$ cat src/verilog/av_config_pkg.sv
// AV config shared definitions
`default_nettype none

package av_config_pkg;

	// Bus register offsets
	typedef enum logic [1:0] {
		reg_control = 2'd0,
		reg_status  = 2'd1,
		reg_address = 2'd2,
		reg_data    = 2'd3
	} reg_addr_e;

	// On-board targets, code 3 lands on the second video address
	typedef enum logic [1:0] {
		dev_audio   = 2'd0,
		dev_video_a = 2'd1,
		dev_video_b = 2'd2
	} device_sel_e;

	// Transfer sequencer states
	typedef enum logic [2:0] {
		st_idle       = 3'd0,
		st_pre_write  = 3'd1,
		st_write_xfer = 3'd2,
		st_post_write = 3'd3,
		st_pre_read   = 3'd4,
		st_read_xfer  = 3'd5,
		st_post_read  = 3'd6
	} xfer_state_e;

	// Three bytes, each with an ack slot after it
	localparam int frame_width = 27;
	typedef logic [frame_width-1:0] frame_t;

	// Write addresses, bit 0 set gives the read address
	localparam logic [7:0] audio_dev_addr   = 8'h34;
	localparam logic [7:0] video_a_dev_addr = 8'h40;
	localparam logic [7:0] video_b_dev_addr = 8'h42;

	// Address byte, ack, register byte, ack
	localparam int restart_bit_count = 18;

	// Short serial clock for simulation
	localparam int scl_half_period = 8;
	localparam int div_count_width = $clog2(scl_half_period + 1);
	localparam int bit_count_width = $clog2(frame_width + 1);

	typedef struct packed {
		logic        start;
		logic        is_read;
		device_sel_e device;
		logic [7:0]  reg_index;
		logic [8:0]  wdata;
	} xfer_req_t;

	typedef struct packed {
		logic   start;
		logic   with_restart;
		frame_t frame;
		frame_t restart_frame;
	} serial_cmd_t;

	typedef struct packed {
		logic   done;
		logic   busy;
		frame_t rx_frame;
	} serial_rsp_t;

	typedef struct packed {
		logic       ack_error;
		logic [8:0] rdata;
	} status_t;

endpackage

`default_nettype wire

$ cat src/verilog/av_config_regs.sv
// AV config bus registers
`timescale 1ns/1ps
`default_nettype none

module av_config_regs import av_config_pkg::*; (
	input  logic        clk,
	input  logic        reset,
	input  reg_addr_e   address,
	input  logic [3:0]  byteenable,
	input  logic        read,
	input  logic        write,
	input  logic [31:0] writedata,
	input  xfer_state_e state,
	input  status_t     status,
	input  logic        busy,
	output logic        internal_reset,
	output logic [31:0] readdata,
	output logic        waitrequest,
	output logic        irq,
	output device_sel_e device,
	output logic [7:0]  reg_index,
	output logic [8:0]  wdata,
	output logic        irq_enable
);
	// Control bits 2:1, the low one enables the interrupt
	logic [1:0] ctrl_low;
	logic       ready;

	// Soft reset takes effect in the cycle of the control write
	assign internal_reset = reset |
		((address == reg_control) & write & byteenable[0] & writedata[0]);

	assign irq_enable = ctrl_low[0];
	// Ready once the sequencer and the serial bus are both idle
	assign ready = (state == st_idle) & ~busy;
	assign irq = irq_enable & ready;

	// Data accesses stall until the sequencer reaches its accept state
	assign waitrequest = (address == reg_data) &
		((write & (state != st_pre_write)) | (read & (state != st_post_read)));

	always_ff @(posedge clk)
	begin
		if (internal_reset)
		begin
			ctrl_low  <= 2'b00;
			device    <= dev_audio;
			reg_index <= 8'h00;
			wdata     <= 9'h000;
		end
		else if (write)
		begin
			if ((address == reg_control) && byteenable[0])
				ctrl_low <= writedata[2:1];
			if ((address == reg_control) && byteenable[2])
				device <= device_sel_e'(writedata[17:16]);
			if ((address == reg_address) && byteenable[0])
				reg_index <= writedata[7:0];
			// Follows the stalled bus, the sequencer copies it in pre_write
			if ((address == reg_data) && byteenable[0])
				wdata[7:0] <= writedata[7:0];
			if ((address == reg_data) && byteenable[1])
				wdata[8] <= writedata[8];
		end
	end

	// Read mux, one cycle of latency
	always_ff @(posedge clk)
	begin
		if (internal_reset)
			readdata <= 32'h0000_0000;
		else if (read)
		begin
			case (address)
				reg_control:
					readdata <= {14'h0000, device, 13'h0000, ctrl_low, 1'b0};
				// Init-done in bit 8 is fixed high
				reg_status:
					readdata <= {23'h000000, 1'b1, 6'h00, ready, status.ack_error};
				reg_address:
					readdata <= {24'h000000, reg_index};
				default:
					readdata <= {23'h000000, status.rdata};
			endcase
		end
	end

endmodule

`default_nettype wire

$ cat src/verilog/av_config_transfer_fsm.sv
// AV config transfer sequencer
`timescale 1ns/1ps
`default_nettype none

module av_config_transfer_fsm import av_config_pkg::*; (
	input  logic        clk,
	input  logic        internal_reset,
	input  reg_addr_e   address,
	input  logic        read,
	input  logic        write,
	input  device_sel_e device,
	input  logic [7:0]  reg_index,
	input  logic [8:0]  wdata,
	input  logic        done,
	input  logic        busy,
	output xfer_state_e state,
	output xfer_req_t   req
);
	xfer_state_e next_state;
	logic        data_write;
	logic        data_read;

	assign data_write = write & (address == reg_data);
	assign data_read  = read & (address == reg_data);

	always_ff @(posedge clk)
	begin
		if (internal_reset)
			state <= st_idle;
		else
			state <= next_state;
	end

	always_comb
	begin
		next_state = st_idle;
		case (state)
			st_idle:
			begin
				// Held off while the serial bus is still running
				if (busy)
					next_state = st_idle;
				else if (data_write)
					next_state = st_pre_write;
				// Codec has no bus read, return the last capture at once
				else if (data_read)
					next_state = (device == dev_audio) ? st_post_read : st_pre_read;
			end
			st_pre_write:
				next_state = st_write_xfer;
			st_write_xfer:
				next_state = done ? st_post_write : st_write_xfer;
			st_pre_read:
				next_state = st_read_xfer;
			st_read_xfer:
				next_state = done ? st_post_read : st_read_xfer;
			default:
				next_state = st_idle;
		endcase
	end

	// Request snapshot, start holds until done
	always_ff @(posedge clk)
	begin
		if (internal_reset)
			req <= '0;
		else if (done)
			req.start <= 1'b0;
		else if ((state == st_pre_write) || (state == st_pre_read))
		begin
			req.start     <= 1'b1;
			req.is_read   <= (state == st_pre_read);
			req.device    <= device;
			req.reg_index <= reg_index;
			req.wdata     <= wdata;
		end
	end

endmodule

`default_nettype wire

$ cat src/verilog/av_config_frame.sv
// AV config I2C frame builder
`timescale 1ns/1ps
`default_nettype none

module av_config_frame import av_config_pkg::*; (
	input  logic        clk,
	input  logic        internal_reset,
	input  xfer_req_t   req,
	input  serial_rsp_t rsp,
	output serial_cmd_t cmd,
	output status_t     status,
	output logic        done,
	output logic        busy
);
	logic [7:0] dev_addr;

	always_comb
	begin
		case (req.device)
			dev_audio:   dev_addr = audio_dev_addr;
			dev_video_a: dev_addr = video_a_dev_addr;
			default:     dev_addr = video_b_dev_addr;
		endcase
	end

	// Ack slots carry 1 so the line is released there
	always_comb
	begin
		cmd.start        = req.start;
		cmd.with_restart = req.is_read;
		// Codec packs data bit 8 under the 7-bit register index
		if (req.device == dev_audio)
			cmd.frame = {dev_addr, 1'b1, req.reg_index[6:0], req.wdata[8], 1'b1,
				req.wdata[7:0], 1'b1};
		else
			cmd.frame = {dev_addr, 1'b1, req.reg_index, 1'b1, req.wdata[7:0], 1'b1};
		// Read address, released data byte, master NACK, unsent tail
		cmd.restart_frame = {dev_addr | 8'h01, 1'b1, 8'hFF, 1'b1, 9'h1FF};
	end

	assign done = rsp.done;
	assign busy = rsp.busy;

	// Ack slots at 18, 9 and 0; on a read bit 0 is our own NACK
	always_ff @(posedge clk)
	begin
		if (internal_reset)
			status <= '0;
		else if (rsp.done)
		begin
			status.ack_error <= rsp.rx_frame[18] | rsp.rx_frame[9] |
				(rsp.rx_frame[0] & ~req.is_read);
			status.rdata <= (req.device == dev_audio) ?
				{rsp.rx_frame[10], rsp.rx_frame[8:1]} : {1'b0, rsp.rx_frame[8:1]};
		end
	end

endmodule

`default_nettype wire

$ cat src/verilog/i2c_serial_engine.sv
// I2C bit-level master
`timescale 1ns/1ps
`default_nettype none

module i2c_serial_engine import av_config_pkg::*; (
	input  logic        clk,
	input  logic        internal_reset,
	input  serial_cmd_t cmd,
	input  logic        sdat_in,
	output serial_rsp_t rsp,
	output logic        sclk,
	output logic        scen,
	output logic        sdat_oe
);
	// Every state lasts one half period of the serial clock
	typedef enum logic [3:0] {
		e_idle,
		e_start,
		e_bit_low,
		e_bit_high,
		e_rs_low,
		e_rs_high,
		e_rs_start,
		e_stop_low,
		e_stop_high
	} engine_state_e;

	engine_state_e              state;
	logic [div_count_width-1:0] div_cnt;
	logic [bit_count_width-1:0] bit_cnt;
	frame_t                     tx_shift;
	frame_t                     rx_frame;
	logic                       restarted;
	logic                       tick;
	logic                       ack_slot;
	logic                       restart_now;
	logic                       last_bit;
	logic                       pull_low;

	assign tick = (div_cnt == div_count_width'(scl_half_period - 1));

	// Ninth bit of each byte, also the master NACK after a read
	assign ack_slot = (bit_cnt == bit_count_width'(8)) |
		(bit_cnt == bit_count_width'(17)) | (bit_cnt == bit_count_width'(26));

	assign restart_now = cmd.with_restart & ~restarted &
		(bit_cnt == bit_count_width'(restart_bit_count - 1));
	assign last_bit = restarted ?
		(bit_cnt == bit_count_width'(restart_bit_count - 1)) :
		(bit_cnt == bit_count_width'(frame_width - 1));

	// Half-period divider, parked in idle
	always_ff @(posedge clk)
	begin
		if (internal_reset || (state == e_idle) || tick)
			div_cnt <= '0;
		else
			div_cnt <= div_cnt + 1'b1;
	end

	always_ff @(posedge clk)
	begin
		if (internal_reset)
		begin
			state     <= e_idle;
			bit_cnt   <= '0;
			restarted <= 1'b0;
		end
		else if (state == e_idle)
		begin
			bit_cnt   <= '0;
			restarted <= 1'b0;
			if (cmd.start)
				state <= e_start;
		end
		else if (tick)
		begin
			case (state)
				e_start:
					state <= e_bit_low;
				e_bit_low:
					state <= e_bit_high;
				e_bit_high:
				begin
					bit_cnt <= bit_cnt + 1'b1;
					if (restart_now)
					begin
						state     <= e_rs_low;
						bit_cnt   <= '0;
						restarted <= 1'b1;
					end
					else if (last_bit)
						state <= e_stop_low;
					else
						state <= e_bit_low;
				end
				e_rs_low:
					state <= e_rs_high;
				e_rs_high:
					state <= e_rs_start;
				e_rs_start:
					state <= e_bit_low;
				e_stop_low:
					state <= e_stop_high;
				default:
					state <= e_idle;
			endcase
		end
	end

	// MSB first, sample at the end of the high phase
	always_ff @(posedge clk)
	begin
		if (state == e_idle)
			tx_shift <= cmd.frame;
		else if ((state == e_bit_high) && tick)
		begin
			rx_frame <= {rx_frame[frame_width-2:0], sdat_in};
			if (restart_now)
				tx_shift <= cmd.restart_frame;
			else
				tx_shift <= {tx_shift[frame_width-2:0], 1'b1};
		end
	end

	always_comb
	begin
		case (state)
			e_start, e_rs_start, e_stop_low, e_stop_high:
				pull_low = 1'b1;
			e_bit_low, e_bit_high:
				pull_low = ~tx_shift[frame_width-1] & ~ack_slot;
			default:
				pull_low = 1'b0;
		endcase
	end

	// Data lags the clock edge by one cycle
	always_ff @(posedge clk)
	begin
		if (internal_reset)
			sdat_oe <= 1'b0;
		else
			sdat_oe <= pull_low;
	end

	assign sclk = ~((state == e_bit_low) | (state == e_rs_low) | (state == e_stop_low));
	assign scen = (state == e_idle);

	assign rsp.done     = (state == e_stop_high) & tick;
	assign rsp.busy     = (state != e_idle);
	assign rsp.rx_frame = rx_frame;

endmodule

`default_nettype wire

$ cat src/verilog/av_config.sv
// AV config port top level
`timescale 1ns/1ps
`default_nettype none

module av_config import av_config_pkg::*; (
	input  logic        clk,
	input  logic        reset,
	input  logic [1:0]  address,
	input  logic [3:0]  byteenable,
	input  logic        read,
	input  logic        write,
	input  logic [31:0] writedata,
	output logic [31:0] readdata,
	output logic        waitrequest,
	output logic        irq,
	output logic        i2c_sclk,
	output logic        i2c_scen,
	output logic        i2c_sdat_oe,
	input  logic        i2c_sdat_in
);
	logic        internal_reset;
	device_sel_e device;
	logic [7:0]  reg_index;
	logic [8:0]  wdata;
	xfer_state_e state;
	xfer_req_t   req;
	serial_cmd_t cmd;
	serial_rsp_t rsp;
	status_t     status;
	logic        done;
	logic        busy;

	av_config_regs u_regs (
		.clk            (clk),
		.reset          (reset),
		.address        (reg_addr_e'(address)),
		.byteenable     (byteenable),
		.read           (read),
		.write          (write),
		.writedata      (writedata),
		.state          (state),
		.status         (status),
		.busy           (busy),
		.internal_reset (internal_reset),
		.readdata       (readdata),
		.waitrequest    (waitrequest),
		.irq            (irq),
		.device         (device),
		.reg_index      (reg_index),
		.wdata          (wdata),
		.irq_enable     ()
	);

	av_config_transfer_fsm u_fsm (
		.clk            (clk),
		.internal_reset (internal_reset),
		.address        (reg_addr_e'(address)),
		.read           (read),
		.write          (write),
		.device         (device),
		.reg_index      (reg_index),
		.wdata          (wdata),
		.done           (done),
		.busy           (busy),
		.state          (state),
		.req            (req)
	);

	av_config_frame u_frame (
		.clk            (clk),
		.internal_reset (internal_reset),
		.req            (req),
		.rsp            (rsp),
		.cmd            (cmd),
		.status         (status),
		.done           (done),
		.busy           (busy)
	);

	// Pad join of the data pin lives in the board wrapper
	i2c_serial_engine u_engine (
		.clk            (clk),
		.internal_reset (internal_reset),
		.cmd            (cmd),
		.sdat_in        (i2c_sdat_in),
		.rsp            (rsp),
		.sclk           (i2c_sclk),
		.scen           (i2c_scen),
		.sdat_oe        (i2c_sdat_oe)
	);

endmodule

`default_nettype wire

$ cat config.mk
export PLATFORM = sky130hd
export DESIGN_NAME = av_config
export DESIGN_NICKNAME = d
export VERILOG_FILES = /design/src/verilog/av_config_pkg.sv /design/src/verilog/av_config_regs.sv /design/src/verilog/av_config_transfer_fsm.sv /design/src/verilog/av_config_frame.sv /design/src/verilog/i2c_serial_engine.sv /design/src/verilog/av_config.sv
export SDC_FILE = /design/constraint.sdc
export NUM_CORES = 1
export LEC_CHECK = 0
export BUFFER_PORTS_ARGS = -buffer_cell sky130_fd_sc_hd__buf_2
export CAP_MARGIN = 0
export CORE_ASPECT_RATIO = 2
export CORE_MARGIN = 2
export CORE_UTILIZATION = 51
export DETAILED_ROUTE_END_ITERATION = 10
export HOLD_SLACK_MARGIN = 0.05
export PLACE_DENSITY = 0.84
export SLEW_MARGIN = 15
export SYNTH_ARGS = -nofsm -noshare
export SYNTH_HDL_FRONTEND = slang
export SYNTH_SLANG_ARGS = --single-unit
$ cat constraint.sdc
create_clock -name clk -period 1.9 [get_ports clk]
set_input_delay 0.285 -clock clk [delete_from_list [all_inputs] [get_ports clk]]
set_output_delay 0.285 -clock clk [all_outputs]
set_load 0.02 [all_outputs]
==> results.md, run 1 <==
Run status:
- The run finished, with violations left.
- The final reports fail on setup timing.

Logic synthesis:
- Of the total synthesized cell area, the portion taken by XOR and XNOR cells is 0.00803.
- The area of the mapped netlist is roughly 5500 um^2.
- The largest total area in the synthesized netlist belongs to sky130_fd_sc_hd__dfxtp_1.
- Of the post-synthesis cell area, the part taken by muxes is 0.0677.
- The primary flip-flop cell chosen by synthesis mapping is sky130_fd_sc_hd__dfxtp_1.
- The sequential fraction of the synthesis area is 0.545.
- By area, the combinational part of the netlist is dominated by simple AND/OR/NAND/NOR gates.
- The count of warnings emitted by yosys is 0.
- Of the post-synthesis cell area, the dominant cell type holds 0.297.
- After synthesis, the share of flip-flops with an asynchronous set or reset is 0.
- The fraction of the mapped netlist area in compound gates was 0.112.
- The number of synthesized flops with an enable pin is 45.
- After synthesis the netlist holds a flip-flop and latch count of 126.
- The number of different library cells in the post-synthesis netlist is between 50 and 60.
- The area share of fa/ha/maj cells after synthesis is 0.0115.
- Ranked by total cell area, the synthesized netlist is headed by sky130_fd_sc_hd__dfxtp_1, sky130_fd_sc_hd__edfxtp_1, sky130_fd_sc_hd__nand2_1, sky130_fd_sc_hd__mux2i_1, sky130_fd_sc_hd__a21oi_1.
- The number of instances in the synthesized netlist is 557.
- Of the total synthesized cell area, the portion taken by AND, OR, NAND and NOR gates is 0.186.
- Dividing the synthesized area by the synthesized cell count gives 9.79 um^2.

Timing:
- The ratio of final minimum period to clock period is 1.09.
- For the final database, setup skew stands at 0.0103 ns.
- Setup repair after global routing could not meet its margin everywhere.
- The final critical path time including I/O delays and setup is 2.07 ns.
- The count of final hold-check violations is 0.
- Derived from the worst setup path, the maximum achievable clock frequency is 0.483 GHz.
- The final max-slew violation count is 0.
- The total of endpoints with negative setup slack in the final report is 2.
- The least setup slack across all paths after layout is -0.172 ns.

Clock tree:
- The TritonCTS buffer count is 17.
- The maximum level of the CTS H-tree is 4.
- The deepest clock path buffer count is 2.
- The clock reaches the later pin of the worst-skew pair after 0.42 ns.
- The CTS tree is built.
- The clock root buffer master is sky130_fd_sc_hd__clkbuf_16.
- The clock edge transition at the registers on the reported setup and hold paths is 0.05 ns.
- The count of clock tree sinks is 126.

Power and ir drop:
- Of the total power, the share spent switching nets is 0.231.
- Power spread over the standard cell area amounts to 1060 nW/um^2.
- Power comes to 6980 uW.
- Of the total power, combinational logic draws 0.091.
- VDD sags by at most 0.942 mV.
- The net load switching power is between 1500 and 2000 uW.
- The share of total power dissipated in the clock network is 0.476.
- The share of power burned in registers is 0.433.
- The leakage power is 0.00249 uW.
- The internal power of the cells totals 5370 uW.

Floorplan:
- The die area is 11600 um^2.
- The overall die width is 77.1 um.
- In this run the core area contains 53 standard-cell rows.
- The starting density of the core is 0.521.
- 80 I/O pins were placed.
- The vertical die dimension is 150 um.
- The placeable core region is 10500 um^2.

Critical path:
- The end of the worst register-to-register path is u_engine.tx_shift[7].
- The minimum setup slack among reg-to-reg paths is ~0.02 ns.
- Data on the critical path is required at its endpoint by 1.62 ns.
- The type of destination of the critical path is a primary output.
- The cell count of the worst reg-to-reg path is 6.
- The startpoint identified for the worst register-to-register timing path is u_engine.state[0].
- Data arrives at the worst endpoint at 1.79 ns.
- STA classifies the critical path startpoint as a flip-flop.
- By startpoint and endpoint, the worst setup path is classified as reg2out.
- Of all nets on the critical path, the largest fanout is 4.

Placed design:
- The area after detailed placement is 5820 um^2.
- The wire-length estimate of the detail-placed layout is approximately 9000 um.
- The last weighted congestion value of the routability-driven placer is around 0.88.
- Including well taps, the total number of placed cells is 719.
- The pre-CTS worst setup slack is 0.0804 ns.
- The count of input and output buffers is 36.

Run:
- Across the run, the number of max-cap violations was 0.

Layout:
- The final instance area is roughly 6600 um^2.
- The final cell count without fillers is 758.
- In the final design database the tool counted 657 nets.
- In the layout the commonest cells are sky130_fd_sc_hd__nand2_1, sky130_fd_sc_hd__dfxtp_1, sky130_fd_sc_hd__nor2_1.
- After filler insertion, the fill cell instance count of the layout stands at between 700 and 800.
- The fraction of layout instances using a drive strength above 1 is 0.205.
- The library cell used most frequently in the layout, excluding fill and tap cells, is sky130_fd_sc_hd__nand2_1.
- The number of antenna diodes is 0.
- The area growth from synthesis to layout is 20.6%.

Worst hold path:
- The worst hold path terminates at u_regs.device[0].
- The worst hold-check path type is in2reg.
- The hold-critical path depth is 3.
- The critical hold path startpoint is writedata[16].

Global routing:
- The global route total overflow is 0.
- The number of antenna violations at the first check in global routing came to 0.
- The via count of the first global-routing pass is ~4400.
- For met2 alone, demand over resource in global routing was 0.433.
- For this run, global-route usage on met3 was measured as 0.0468.
- met2 is the most crowded layer.
- For this run, the total global-route usage over all layers was measured as 0.236.
- The global routing usage on met1 is 0.216.
- Entering global routing, the biggest net connects 60 pins.
- The global-route wire length before repair is 21000 um.

Routing:
- The total iterations of the first detailed-routing run is 5.
- The post-route DRC violation count is 0.
- For this block, the via count after detailed routing is 4360.
- The total routed wirelength is approximately 14000 um.
- The detail-routed net length per standard cell is 18.3 um.
- The detailed router finished its first iteration with approximately 250 violations.
- In the routed layout, each cell is associated on average with a via count of ~5.8.
- Once detail routing completed, the nets flagged for antenna violations numbered 0.
## through the flow
stage / hold WS [ns] / util / TNS [ns]
3_3_place_gp: 0.409 / 0.556 / 0
4_1_cts: 0.109 / 0.618 / -1.88
2_1_floorplan: 0.384 / - / 0
3_5_place_dp: 0.406 / 0.556 / 0
6_report: 0.114 / 0.628 / -0.338
5_1_grt: 0.122 / 0.628 / -0.835
## layout make-up
class | count | area, um^2 | area share
clock inverter | 8 | 100 | 0.0152
inverter | 10 | 38.8 | 0.00589
multi-input combinational | 384 | 2230 | 0.339
sequential | 126 | 2980 | 0.452
tap | 137 | 171 | 0.0260
clock buffer | 23 | 510 | 0.0776
timing repair buffer | 70 | 552 | 0.0838
## power groups by stage
stage	logic (uW)	clock network, uW	registers (uW)
2_1_floorplan	438	0	3050
3_3_place_gp	540	0	3070
3_5_place_dp	555	0	3070
4_1_cts	580	3320	3020
5_1_grt	680	3440	3030
6_report	635	3330	3020
## worst max path at each step
stage                                 start                     to  slack (ns)  depth (start not counted)
after detailed placement  u_engine.state[3]      u_frame.status[9]        0.08                          6
after global placement    u_engine.state[0]  u_engine.tx_shift[21]        0.15                          5
after global routing      u_engine.state[1]                    irq       -0.24                          4
final                     u_engine.state[0]                    irq       -0.17                          4
after CTS                 u_engine.state[1]                    irq       -0.17                          4
after floorplan           u_engine.state[0]  u_engine.tx_shift[10]      0.0001                          5
## sequential cells by signal, indices dropped and copies added, names as in the netlist, 3 cells and up
name               count
u_engine.bit_cnt       5
u_engine.div_cnt       4
u_engine.rx_frame     19
u_engine.state         4
u_engine.tx_shift     26
u_frame.status        10
u_fsm.req             21
u_fsm.state            3
u_regs.readdata       11
u_regs.reg_index       8
u_regs.wdata           9
## routing by layer
layer | vias to the layer above | share of wire | wire [um]
met4 | 0 | 0.072 | 1000
met5 | - | 0 | 0
met3 | 58 | 0.049 | 684
met1 | 2077 | 0.34 | 4710
li1 | 2008 | - | -
met2 | 217 | 0.54 | 7490
## cell usage after synthesis (all sizes together) (2+ instances only)
master,count
nor3,18
a21oi,52
and2,5
nand2b,11
edfxtp,45
o21ai,7
ha,5
nand4,2
xnor2,3
clkbuf,13
and3,2
a21o,4
a211oi,6
nor3b,2
nand3b,3
nor2,65
buf,44
and3b,2
a31oi,12
inv,9
or3,3
o211ai,2
nand2,80
a2111oi,3
nor4,2
xor2,2
o21a,2
or2,2
nor2b,6
mux2i,29
dfxtp,81
mux2,7
nand3,10
a311oi,5
## timing repair
action	CTS	global route
hold buffers	1	0
cloned	0	3
pin swaps	1	2
buffers inserted	3	1
hold endpoints to repair	1	0
setup endpoints to repair	10	63
gates resized for setup	6	8
## critical path, cell delays in order, from the launching register on
cell and delay [ns]:
sky130_fd_sc_hd__dfxtp_2 0.33, sky130_fd_sc_hd__or4_4 0.57, sky130_fd_sc_hd__nor4_4 0.18, sky130_fd_sc_hd__and2_4 0.18
sky130_fd_sc_hd__buf_6 0.11
## cells by family after synthesis
kind of cell    after synthesis
simple gates                218
mux                          36
compound gates               99
flops                       126
fa+ha+maj                     5
buf+inv                      67
other cells                   1
xor+xnor                      5
Power figures use the tool's default switching activity.
==> run 2: changes to the inputs <==
--- a/config.mk
+++ b/config.mk
@@ -9,10 +9,10 @@
 export CAP_MARGIN = 0
 export CORE_ASPECT_RATIO = 2
 export CORE_MARGIN = 2
-export CORE_UTILIZATION = 51
+export CORE_UTILIZATION = 61
 export DETAILED_ROUTE_END_ITERATION = 10
 export HOLD_SLACK_MARGIN = 0.05
-export PLACE_DENSITY = 0.84
+export PLACE_DENSITY = 0.93
 export SLEW_MARGIN = 15
 export SYNTH_ARGS = -nofsm -noshare
 export SYNTH_HDL_FRONTEND = slang
==> constraint.sdc (replaced) <==
create_clock -name clk -period 2.5 [get_ports clk]
set_input_delay 0.375 -clock clk [delete_from_list [all_inputs] [get_ports clk]]
set_output_delay 0.375 -clock clk [all_outputs]
set_load 0.02 [all_outputs]
==> run 2 against run 1 <==
Against the previous run:
- the run now ends clean
- sequential power is 24% lower
- first-iteration DRC count rose by 73%
- count of clock-buffer cells in the layout shrank 2
- register-to-register slack better by 0.17 ns
- final area shrank 5.6%
- combinational power down 36%
- hold slack improved by 0.021 ns
- largest cell class unchanged
==> results.md, run 2 (synthesized netlist as in run 1, its figures left out) <==
Global routing:
- The maximum number of pins on one net before global-route repair is 40 (was 60).
- The overall global routing resource usage is 0.308 (was 0.236).
- The global route total overflow is 0 (unchanged).
- The global-route wire length before repair is 22700 um (was 21000 um).
- The via count of the first global-routing pass was 4446 (was 4398).
- The number of antenna violations at the first check in global routing was 0 (unchanged).

Power and ir drop:
- The leakage power is 0.00232 uW (was 0.00249 uW).
- The power per standard cell area is 828 nW/um^2 (was 1060 nW/um^2).
- The worst voltage drop across the vdd grid is 0.772 mV (was 0.942 mV).

Layout:
- The flip-flop count of the largest register, all copies and words added came to 26 (unchanged).
- The area growth from synthesis to layout was 13.9% (was 20.6%).
- The final instance area is 6210 um^2 (was 6580 um^2).
- The number of antenna diodes is 0 (unchanged).
- The final net count is 636 (was 657).
- The most flop-heavy register is u_engine.tx_shift (unchanged).
- Leading cell types in the layout, fill and taps excluded: sky130_fd_sc_hd__nand2_1, sky130_fd_sc_hd__dfxtp_1, sky130_fd_sc_hd__nor2_1 (unchanged).
- The number of fill cells is 510 (was 796).
- The fraction of layout instances using a drive strength above 1 came to 0.163 (was 0.205).
- Top flop regs: u_engine.tx_shift x26, u_fsm.req x21, u_engine.rx_frame x19 (unchanged).

Timing:
- For this run, the top clock speed supported by timing is 0.418 GHz.
- The post-route setup TNS is 0 ns (was -0.338 ns).
- The total of endpoints with negative setup slack in the final report is 0 (was 2).
- The worst path in the final design needs a cycle of roughly 2.4 ns, including I/O delays and setup.
- At the pin with the least slew margin, the transition time is roughly 0.85 ns.
- The least setup slack across all paths after layout is 0.105 ns (was -0.172 ns).
- In this run the tightest slew margin relative to its limit is 0.428.
- The clock tree skew after final layout was 0.0128 ns (was 0.0103 ns).
- Unrepaired setup endpoints after global routing: no (was yes).
- The count of final hold-check violations is 0 (unchanged).
- The ratio of final minimum period to clock period is 0.958.
- The final max-slew violation count is 0 (unchanged).

Critical path:
- The critical path's slowest cell is sky130_fd_sc_hd__or4_4 (unchanged).
- The largest incremental delay on the critical path is 0.65 ns (was 0.57 ns).
- The largest fanout on the critical path was 28 (was 4).
- The family of cells with the greatest summed delay on the critical path is simple AND/OR/NAND/NOR gates (unchanged).
- The nature of the critical path startpoint was a flip-flop (unchanged).
- The type of destination of the critical path is a primary output (unchanged).
- The data required time at the worst endpoint is 2.12 ns (was 1.62 ns).
- Cell chain of the critical path: or4_4 > inv_1 > buf_8 > buf_2 (was or4_4 > nor4_4 > and2_4 > buf_6).
- The sum of buffers and inverters on the critical path is 3 (was 1).
- The worst path arrival time is 2.02 ns (was 1.79 ns).
- The type of the worst setup path was reg2out (unchanged).

Placed design:
- The pre-CTS worst setup slack is 0.292 ns (was 0.0804 ns).
- The total half-perimeter wirelength after legalization and detailed placement is 8300 um (was 8870 um).
- The area after detailed placement is 5610 um^2 (was 5820 um^2).
- The count of input and output buffers was 36 (unchanged).
- The last weighted congestion value of the routability-driven placer came to 0.907 (was 0.882).

Floorplan:
- The starting density of the core is 0.631 (was 0.521).
- The number of core rows is 48 (was 53).
- The overall die width came to 70.9 um (was 77.1 um).
- The I/O pin total came to 80 (unchanged).
- The placeable core region was 8650 um^2 (was 10500 um^2).
- The die area is 9760 um^2 (was 11600 um^2).
- The vertical die dimension is 138 um (was 150 um).

Run status:
- Result of the run: completed (was complete, but fails checks).

Clock tree:
- The maximum level of the CTS H-tree came to 4 (unchanged).
- The clock latency on the worst-skew pair is 0.42 ns (about the same).
- The TritonCTS buffer count came to 17 (unchanged).
- The CTS tree is built (unchanged).
- The count of clock tree sinks is 126 (unchanged).
- The clock root buffer master is sky130_fd_sc_hd__clkbuf_16 (unchanged).
- The deepest clock path buffer count was 2 (unchanged).
- The total of hold buffers inserted after clock tree synthesis is 0 (was 1).
- The clock edge transition at the registers on the reported setup and hold paths is 0.06 ns (was 0.05 ns).

Routing:
- The detail-routed net length per standard cell is 21.0 um (was 18.3 um).
- The total iterations of the first detailed-routing run is 6 (was 5).
- The initial DRC count is 439 (was 254).
- The routed via count is 4503 (was 4360).
- The ratio of routed vias to standard cells came to 6.42 (was 5.75).
- The total routed wirelength is 14700 um (was 13900 um).
- The post-route DRC violation count came to 0 (unchanged).
- The final antenna-violating net count is 0 (unchanged).

Worst hold path:
- The worst hold-check path type is in2reg (unchanged).

Run:
- The count of maximum capacitance violations was 0 (unchanged).
-- run 2: cell types whose count changed in the layout (fill, tap and decap cells not counted), moves of 2 or more --
cell,change
sky130_fd_sc_hd__buf_12,-4
sky130_fd_sc_hd__buf_2,+2
sky130_fd_sc_hd__buf_4,-14
sky130_fd_sc_hd__buf_6,-3
sky130_fd_sc_hd__clkbuf_16,-2
sky130_fd_sc_hd__clkbuf_8,-2
sky130_fd_sc_hd__dfxtp_1,+3
sky130_fd_sc_hd__dfxtp_2,-3
sky130_fd_sc_hd__inv_4,+2
sky130_fd_sc_hd__inv_6,+2
-- run 2: where the power goes --
group,internal [uW],total [uW],switching (uW)
Clock,1490,2420,931
Combinational,141,404,262
Sequential,2250,2310,65.9
-- run 2: layout make-up --
type / count / area, um^2 / area share
inverter: 10 / 37.5 / 0.00604
multi-input combinational: 384 / 2190 / 0.353
clock buffer: 21 / 483 / 0.0777
tap: 100 / 125 / 0.0201
sequential: 126 / 2970 / 0.479
timing repair buffer: 49 / 298 / 0.0479
clock inverter: 11 / 100 / 0.0161
-- run 2: path summary, 6_finish.rpt --
kind | to | cells past startpoint | from | slack, ns
max | i2c_scen | 4 | u_engine.state[0] | 0.11
min | u_engine.rx_frame[0] | 1 | i2c_sdat_in | 0.14
max reg2reg | u_engine.tx_shift[23] | 6 | u_engine.bit_cnt[1] | 0.19
min reg2reg | u_engine.rx_frame[18] | 0 | u_engine.rx_frame[17] | 0.43
-- run 2: metrics by stage --
stage | util | total power, uW | hold slack, ns | cells
after detailed placement | 0.648 | 2720 | 0.408 | 667
after floorplan | - | 2650 | 0.400 | 577
after global routing | 0.718 | 5270 | 0.124 | 701
after global placement | 0.648 | 2690 | 0.408 | 667
after CTS | 0.716 | 5130 | 0.121 | 699
final | 0.718 | 5140 | 0.135 | 701
-- run 2: repair_timing --
action                                  CTS  global route
setup buffers                             0             2
endpoints found under the setup margin    1             2
pin swaps                                 0             1
gates resized for setup                   1             2
-- run 2: metal layers --
metal | global-route usage | routed length (um) | up-vias
met1 | 0.328 | 5040 | 2106
met5 | 0 | 0 | -
met2 | 0.540 | 7640 | 362
met3 | 0.0680 | 1160 | 71
li1 | - | - | 1964
met4 | 0.198 | 892 | 0
-- run 2: worst register-to-register path, stage by stage, from the launching register on --
cell and delay [ns]:
sky130_fd_sc_hd__dfxtp_1 0.39, sky130_fd_sc_hd__inv_1 0.09, sky130_fd_sc_hd__ha_1 0.22, sky130_fd_sc_hd__and3b_1 0.27, sky130_fd_sc_hd__a31oi_1 0.66, sky130_fd_sc_hd__nor2_1 0.22
sky130_fd_sc_hd__a21o_1 0.20
